[config.mk]
export PLATFORM = sky130hd
export DESIGN_NAME = layer_stats_top
export DESIGN_NICKNAME = d
export VERILOG_FILES = /design/src/design/ln_pkg.sv /design/src/design/ln_adder_tree.sv /design/src/design/ln_beat_buffer.sv /design/src/design/ln_mean_unit.sv /design/src/design/ln_center_unit.sv /design/src/design/ln_control.sv /design/src/design/layer_stats_top.sv
export SDC_FILE = /design/constraint.sdc
export NUM_CORES = 2
export LEC_CHECK = 0
export BUFFER_PORTS_ARGS = -buffer_cell sky130_fd_sc_hd__buf_2
export CORE_MARGIN = 10
export CORE_UTILIZATION = 58
export CTS_CLUSTER_SIZE = 30
export DETAILED_ROUTE_END_ITERATION = 10
export GPL_ROUTABILITY_DRIVEN = 0
export PLACE_DENSITY = 0.75
export SYNTH_ARGS = -nofsm -noshare
export SYNTH_HDL_FRONTEND = slang
export SYNTH_SLANG_ARGS = --single-unit
[constraint.sdc]
create_clock -name clk -period 10.1 [get_ports clk]
set_input_delay 0.505 -clock clk [delete_from_list [all_inputs] [get_ports clk]]
set_output_delay 0.505 -clock clk [all_outputs]
set_load 0.005 [all_outputs]
[src/design/ln_pkg.sv]
package ln_pkg;

    // lanes per beat, must stay a power of two
    localparam int LANE_NUM = 8;
    localparam int LANE_W = 8;
    localparam int ACC_W = 32;

    typedef logic signed [LANE_W-1:0] lane_t;
    typedef logic signed [ACC_W-1:0] acc_t;

    // lane 0 sits in the low bits
    typedef lane_t [LANE_NUM-1:0] beat_t;

    typedef struct packed {
        logic valid;
        logic last;
        beat_t data;
    } ln_stream_t;

    typedef enum logic [1:0] {
        ST_LOAD,
        ST_REDUCE,
        ST_CENTER
    } ln_state_t;

endpackage

[src/design/ln_adder_tree.sv]
`timescale 1ns/1ps

module ln_adder_tree (
    input  logic          clk,
    input  logic          rstn,
    input  ln_pkg::beat_t in_data,
    input  logic          in_valid,
    output ln_pkg::acc_t  sum,
    output logic          sum_valid
);

    // one register per level
    localparam int TREE_LAT = $clog2(ln_pkg::LANE_NUM);

    for (genvar k = 0; k < TREE_LAT; k++) begin : gen_lvl
        localparam int NODES = ln_pkg::LANE_NUM >> (k + 1);

        ln_pkg::acc_t node [NODES];
        logic         vld;

        for (genvar j = 0; j < NODES; j++) begin : gen_add
            if (k == 0) begin : gen_leaf
                // lanes are sign-extended by the signed context
                always_ff @(posedge clk) begin
                    node[j] <= $signed(in_data[2*j]) + $signed(in_data[2*j+1]);
                end
            end else begin : gen_inner
                always_ff @(posedge clk) begin
                    node[j] <= gen_lvl[k-1].node[2*j] + gen_lvl[k-1].node[2*j+1];
                end
            end
        end

        if (k == 0) begin : gen_vld_first
            always_ff @(posedge clk or negedge rstn) begin
                if (!rstn) begin
                    vld <= 1'b0;
                end else begin
                    vld <= in_valid;
                end
            end
        end else begin : gen_vld_next
            always_ff @(posedge clk or negedge rstn) begin
                if (!rstn) begin
                    vld <= 1'b0;
                end else begin
                    vld <= gen_lvl[k-1].vld;
                end
            end
        end
    end

    assign sum = gen_lvl[TREE_LAT-1].node[0];
    assign sum_valid = gen_lvl[TREE_LAT-1].vld;

endmodule

[src/design/ln_beat_buffer.sv]
`timescale 1ns/1ps

module ln_beat_buffer #(
    parameter int BEATS = 4
) (
    input  logic          clk,
    input  logic          rstn,
    input  logic          wr_en,
    input  ln_pkg::beat_t wr_data,
    input  logic          rd_en,
    output ln_pkg::beat_t rd_data,
    output logic          rd_valid,
    output logic          empty
);

    localparam int PTR_W = $clog2(BEATS);
    localparam int CNT_W = $clog2(BEATS + 1);

    ln_pkg::beat_t mem [BEATS];
    logic [PTR_W-1:0] wr_ptr;
    logic [PTR_W-1:0] rd_ptr;
    logic [CNT_W-1:0] count;
    logic wr_ok;
    logic rd_ok;

    assign empty = (count == '0);
    // extra writes while full are dropped
    assign wr_ok = wr_en && (count != CNT_W'(BEATS));
    assign rd_ok = rd_en && !empty;

    always_ff @(posedge clk) begin
        if (wr_ok) begin
            mem[wr_ptr] <= wr_data;
        end
        if (rd_ok) begin
            rd_data <= mem[rd_ptr];
        end
    end

    always_ff @(posedge clk or negedge rstn) begin
        if (!rstn) begin
            wr_ptr <= '0;
            rd_ptr <= '0;
            count <= '0;
            rd_valid <= 1'b0;
        end else begin
            rd_valid <= rd_ok;
            if (wr_ok) begin
                wr_ptr <= (wr_ptr == PTR_W'(BEATS - 1)) ? '0 : wr_ptr + 1'b1;
            end
            if (rd_ok) begin
                rd_ptr <= (rd_ptr == PTR_W'(BEATS - 1)) ? '0 : rd_ptr + 1'b1;
            end
            if (wr_ok && !rd_ok) begin
                count <= count + 1'b1;
            end else if (rd_ok && !wr_ok) begin
                count <= count - 1'b1;
            end
        end
    end

endmodule

[src/design/ln_mean_unit.sv]
`timescale 1ns/1ps

module ln_mean_unit #(
    parameter int BEATS = 4
) (
    input  logic          clk,
    input  logic          rstn,
    input  ln_pkg::acc_t  sum,
    input  logic          sum_valid,
    output ln_pkg::lane_t mean,
    output logic          mean_valid
);

    // divide by element count, BEATS is a power of two
    localparam int MEAN_SHIFT = $clog2(ln_pkg::LANE_NUM * BEATS);
    localparam int CNT_W = $clog2(BEATS);

    ln_pkg::acc_t total;
    ln_pkg::acc_t total_next;
    ln_pkg::acc_t shifted;
    logic [CNT_W-1:0] cnt;
    logic final_beat;

    assign total_next = total + sum;
    assign shifted = total_next >>> MEAN_SHIFT;
    assign final_beat = sum_valid && (cnt == CNT_W'(BEATS - 1));

    always_ff @(posedge clk) begin
        if (final_beat) begin
            mean <= shifted[ln_pkg::LANE_W-1:0];
        end
    end

    always_ff @(posedge clk or negedge rstn) begin
        if (!rstn) begin
            total <= '0;
            cnt <= '0;
            mean_valid <= 1'b0;
        end else begin
            mean_valid <= final_beat;
            if (final_beat) begin
                total <= '0;
                cnt <= '0;
            end else if (sum_valid) begin
                total <= total_next;
                cnt <= cnt + 1'b1;
            end
        end
    end

endmodule

[src/design/ln_center_unit.sv]
`timescale 1ns/1ps

module ln_center_unit #(
    parameter int BEATS = 4
) (
    input  logic               clk,
    input  logic               rstn,
    input  ln_pkg::lane_t      mean,
    input  ln_pkg::beat_t      rd_data,
    input  logic               rd_valid,
    output ln_pkg::ln_stream_t out_stream,
    output ln_pkg::acc_t       var_data,
    output logic               var_valid
);

    localparam int MEAN_SHIFT = $clog2(ln_pkg::LANE_NUM * BEATS);
    localparam int CNT_W = $clog2(BEATS);

    logic signed [ln_pkg::LANE_W:0] diff [ln_pkg::LANE_NUM];
    ln_pkg::beat_t sat;
    ln_pkg::beat_t out_data;
    logic out_valid;
    logic out_last;
    logic [CNT_W-1:0] cnt;
    ln_pkg::acc_t beat_sq;
    ln_pkg::acc_t sq_acc;
    ln_pkg::acc_t sq_total;

    // 9-bit difference, then clamp to int8
    always_comb begin
        for (int i = 0; i < ln_pkg::LANE_NUM; i++) begin
            diff[i] = $signed(rd_data[i]) - $signed(mean);
            if (diff[i] > 9'sd127) begin
                sat[i] = 8'sd127;
            end else if (diff[i] < -9'sd128) begin
                sat[i] = -8'sd128;
            end else begin
                sat[i] = diff[i][ln_pkg::LANE_W-1:0];
            end
        end
    end

    // squares taken from the registered output beat
    always_comb begin
        beat_sq = '0;
        for (int i = 0; i < ln_pkg::LANE_NUM; i++) begin
            beat_sq = beat_sq + $signed(out_data[i]) * $signed(out_data[i]);
        end
    end

    assign sq_total = sq_acc + beat_sq;
    assign out_stream = '{valid: out_valid, last: out_last, data: out_data};

    always_ff @(posedge clk) begin
        out_data <= sat;
        if (out_valid && out_last) begin
            var_data <= sq_total >>> MEAN_SHIFT;
        end
    end

    always_ff @(posedge clk or negedge rstn) begin
        if (!rstn) begin
            out_valid <= 1'b0;
            out_last <= 1'b0;
            cnt <= '0;
            sq_acc <= '0;
            var_valid <= 1'b0;
        end else begin
            out_valid <= rd_valid;
            out_last <= rd_valid && (cnt == CNT_W'(BEATS - 1));
            var_valid <= out_valid && out_last;
            if (rd_valid) begin
                cnt <= (cnt == CNT_W'(BEATS - 1)) ? '0 : cnt + 1'b1;
            end
            if (out_valid) begin
                sq_acc <= out_last ? '0 : sq_total;
            end
        end
    end

endmodule

[src/design/ln_control.sv]
`timescale 1ns/1ps

module ln_control #(
    parameter int BEATS = 4
) (
    input  logic clk,
    input  logic rstn,
    input  logic in_valid,
    output logic in_ready,
    output logic buf_wr,
    input  logic mean_valid,
    input  logic buf_empty,
    output logic buf_rd,
    input  logic var_valid
);

    localparam int CNT_W = $clog2(BEATS);

    ln_pkg::ln_state_t state;
    ln_pkg::ln_state_t state_next;
    logic [CNT_W-1:0] load_cnt;
    logic take;

    assign in_ready = (state == ln_pkg::ST_LOAD);
    assign take = in_valid && in_ready;
    // one take feeds both the buffer and the tree
    assign buf_wr = take;
    assign buf_rd = (state == ln_pkg::ST_CENTER) && !buf_empty;

    always_comb begin
        state_next = state;
        case (state)
            ln_pkg::ST_LOAD: begin
                if (take && (load_cnt == CNT_W'(BEATS - 1))) begin
                    state_next = ln_pkg::ST_REDUCE;
                end
            end
            ln_pkg::ST_REDUCE: begin
                if (mean_valid) begin
                    state_next = ln_pkg::ST_CENTER;
                end
            end
            ln_pkg::ST_CENTER: begin
                if (var_valid) begin
                    state_next = ln_pkg::ST_LOAD;
                end
            end
            default: begin
                state_next = ln_pkg::ST_LOAD;
            end
        endcase
    end

    always_ff @(posedge clk or negedge rstn) begin
        if (!rstn) begin
            state <= ln_pkg::ST_LOAD;
            load_cnt <= '0;
        end else begin
            state <= state_next;
            if (take) begin
                load_cnt <= (load_cnt == CNT_W'(BEATS - 1)) ? '0 : load_cnt + 1'b1;
            end
        end
    end

endmodule

[src/design/layer_stats_top.sv]
`timescale 1ns/1ps

module layer_stats_top #(
    parameter int BEATS = 4
) (
    input  logic               clk,
    input  logic               rstn,
    input  ln_pkg::beat_t      in_beat,
    input  logic               in_valid,
    output logic               in_ready,
    output ln_pkg::ln_stream_t out_stream,
    output ln_pkg::acc_t       var_data,
    output logic               var_valid
);

    logic          take;
    logic          buf_rd;
    logic          buf_empty;
    ln_pkg::beat_t rd_data;
    logic          rd_valid;
    ln_pkg::acc_t  tree_sum;
    logic          tree_valid;
    ln_pkg::lane_t mean;
    logic          mean_valid;

    ln_control #(
        .BEATS(BEATS)
    ) ln_control_inst (
        .clk(clk),
        .rstn(rstn),
        .in_valid(in_valid),
        .in_ready(in_ready),
        .buf_wr(take),
        .mean_valid(mean_valid),
        .buf_empty(buf_empty),
        .buf_rd(buf_rd),
        .var_valid(var_valid)
    );

    ln_adder_tree ln_adder_tree_inst (
        .clk(clk),
        .rstn(rstn),
        .in_data(in_beat),
        .in_valid(take),
        .sum(tree_sum),
        .sum_valid(tree_valid)
    );

    ln_beat_buffer #(
        .BEATS(BEATS)
    ) ln_beat_buffer_inst (
        .clk(clk),
        .rstn(rstn),
        .wr_en(take),
        .wr_data(in_beat),
        .rd_en(buf_rd),
        .rd_data(rd_data),
        .rd_valid(rd_valid),
        .empty(buf_empty)
    );

    ln_mean_unit #(
        .BEATS(BEATS)
    ) ln_mean_unit_inst (
        .clk(clk),
        .rstn(rstn),
        .sum(tree_sum),
        .sum_valid(tree_valid),
        .mean(mean),
        .mean_valid(mean_valid)
    );

    ln_center_unit #(
        .BEATS(BEATS)
    ) ln_center_unit_inst (
        .clk(clk),
        .rstn(rstn),
        .mean(mean),
        .rd_data(rd_data),
        .rd_valid(rd_valid),
        .out_stream(out_stream),
        .var_data(var_data),
        .var_valid(var_valid)
    );

endmodule

==> results.md <==
- Yosys warns: 0
- Outcome: completed
- Chip width: 299 um
- Post-CTS setup buffer count: 0
- CP endpoint kind: flip-flop
- Register-to-register setup slack: 0.59 ns
- Post-Route Setup TNS: 0 ns
- Syn_area_per_cell: 11.4 sq um
- CTS buffer count: 59
- Initial Utilization: 58.4%
- # setup viols final: 0
- Critical path launch point type: flip-flop
- Largest net degree at the start of global routing: 69
- Via/cell ratio: 5.42
- Buffers added on ports: 166
- First-pass GRT wire length: 163 mm
- CP most frequent cell: inv_1
- Worst path required time: 10.60 ns
- Clk_skew: 0.0299 ns
- Dominant synthesized flop cell: edfxtp_1
- Root buf cell: clkbuf_16
- Layout cells sized above 1: 9.82%
- CP max stage delay: 0.71 ns
- Die ar.: 89400 sq um
- Tot GR Track Use: 23.1%
- Count of different cell masters after synthesis: 74
- Fin worst setup slack: 0.589 ns
- WL per Instance: 19.3 um
- I/O pin count: 167
- Layout Utilization: 63.5%
- Number of synthesized flops with an enable pin: 355
- Reg clk slew, reported paths: 0.07 ns
- Clk sinks: 562
- Vias in the first global route: 30100
- Placeable Area: 77300 sq um
- Area leader, netlist: fa_1
- DP Worst Slack: 0.636 ns
- Via count: 28300
- Area Growth Syn to Fin: 8.83%
- Max Cap Viol: 0
- Fin crit period: 9.51 ns
- Arr. time, crit path: 10.01 ns
- Initial antenna violation count: 12
- CP Class: flip-flop to flip-flop
- Max-slew violations: 0
- First-pass DRT Iterations: 6
- # rows: 102
- Final cell count without fillers: 5229
- # DRC: 0
- Gate Count Post-Synth: 3953
- Worst-Margin Slew: 1.12 ns
- Nets: 5120
- Post-Synthesis Net Count: 4936
- Max Clk Rate: 0.105 GHz
- Ranking of synthesized cells by area: fa_1 (24%), edfxtp_1 (24%), ha_1 (11%)
- Post-synthesis register bit count: 562
- Rel. slew slack: 25.1%
- Critical path fanouts, max: 12
- Critical path's slowest cell: fa_2
- CTS tree: built
- Register area share after synthesis: 33.6%
- Post-Route WL: 101 mm
- RSZ-0062 raised after global routing: false
- Worst min path class: primary input to flip-flop
- Dpl hpwl: 80.2 mm
- Area share of the largest cell type after synthesis: 23.6%
- Hold Vio Cnt, Final: 0
- Period utilisation layout: 94.2%
- Antenna-violating nets left: 0
- Bufs on Longest Clock Path: 3
- Gr ovfl total: 0
- Clk Latency, worst-skew pair: 0.64 ns
- Placed insts: 5115
- CTS HTree Levels: 2
- Die height: 299 um
- Number of DRC markers in iteration 0: 2024
- Ys async rst share: 12.1%
- Cell area after synthesis: 45100 sq um
==> repair_timing <==
item,in CTS,in global routing
endpoints found under the hold margin,18,0
endpoints found under the setup margin,0,4
hold buffers,1,0
resized for setup,0,1
==> final cells by class <==
class / count / area [sq um]
Fill cell: 6071 / 28200
Multi-Input combinational cell: 2518 / 26700
Sequential cell: 562 / 15100
Inverter: 803 / 3010
Clock buffer: 74 / 1580
Tap cell: 1040 / 1300
Timing Repair Buffer: 193 / 1040
Clock inverter: 37 / 307
Antenna cell: 2 / 5.00
==> path summary, 6_finish.rpt <==
check | start | to | cells after the start
worst max-delay path | ln_center_unit_inst.out_stream[62] | ln_center_unit_inst.sq_acc[29] | 33
worst min-delay path | in_beat[24] | ln_beat_buffer_inst.mem[0][24] | 1
worst max register to register | ln_center_unit_inst.out_stream[62] | ln_center_unit_inst.sq_acc[29] | 33
worst min register to register | ln_adder_tree_inst.gen_lvl[0].vld | ln_adder_tree_inst.gen_lvl[1].vld | 0
max in group asynchronous | rstn | ln_center_unit_inst.sq_acc[16] | 3
min in group asynchronous | rstn | ln_beat_buffer_inst.wr_ptr[0] | 2
==> flip-flops by register name, summed over array words and instances, names as in the netlist, 3 cells and up <==
register and flops:
ln_center_unit_inst.out_stream 64, ln_beat_buffer_inst.count 3, ln_adder_tree_inst.gen_lvl.node 75, ln_beat_buffer_inst.rd_data 64
ln_mean_unit_inst.mean 8, ln_center_unit_inst.sq_acc 32, ln_beat_buffer_inst.mem 256, ln_mean_unit_inst.total 13
ln_center_unit_inst.var_data 27
==> per-layer routing <==
metal  wire length [um]  track usage [%]
met1              42000             30.1
met2              49000             38.8
met3               5440             3.20
met4               4530             9.36
met5                 68                0
==> synth_stat cells (8+ instances only) <==
cell and count:
a31oi_1 18, dfrtp_1 68, mux2i_1 10, ha_1 383, nand2b_1 52, o21bai_1 31
nor3_1 38, edfxtp_1 355, nor2_1 161, buf_1 8, o211ai_1 12, xor2_1 88
a31o_2 8, a21oi_1 136, a22o_1 18, clkbuf_1 52, o21a_1 46, nand3_1 37
and3_1 9, inv_1 798, a211oi_1 10, and2_1 128, mux4_2 64, nor2b_1 53
xnor2_1 187, o22ai_1 11, nand2_1 173, a21o_1 82, mux2_2 18, a21boi_0 22
dfxtp_1 139, or2_2 15, fa_1 533, o21ai_0 82
==> critical path: cells and delay by family (launching register included) <==
family	cells	cell delay, ns
xor+xnor	2	0.40
fa+ha+maj	10	4.93
buf+inv	7	0.55
flops	1	0.50
simple gates	5	0.94
compound gates	9	2.07
==> per-stage QoR <==
step | hold slack [ns] | area [sq um]
finish | 0.107 | 49100
global route | 0.0962 | 49100
CTS | 0.0711 | 49100
detailed placement | 0.355 | 47200
global placement | 0.334 | 47200
floorplan | 0.209 | 45100
==> cell usage in the layout (no fill, tap or decap), drive strengths merged, types with 52 or more instances in the layout <==
cell    synthesis  final
a21o           82     82
nand2b         52     52
dfrtp          68     68
a21oi         139    139
buf            18    192
xnor2         187    187
o21ai          86     86
nor2          161    161
inv           799    800
xor2           88     88
and2          128    128
nor2b          53     53
ha            383    383
nand2         173    173
mux4           64     64
fa            533    533
dfxtp         139    139
edfxtp        355    355
clkbuf         52     74
==> cell families after synthesis <==
family	count (synthesis)	share of synthesized area [%]
AOI/OAI and AO/OA	536	7.96
xor gates and xnor gates	275	5.34
adders and majority gates	916	34.3
buffers and inverters	873	7.33
DFF	562	33.6
muxes	92	3.86
and+or+nand+nor	699	7.71
Power is left out: the tool's default activity adds up to more than one toggle a clock period on the data nets, which glitch-free logic cannot reach.
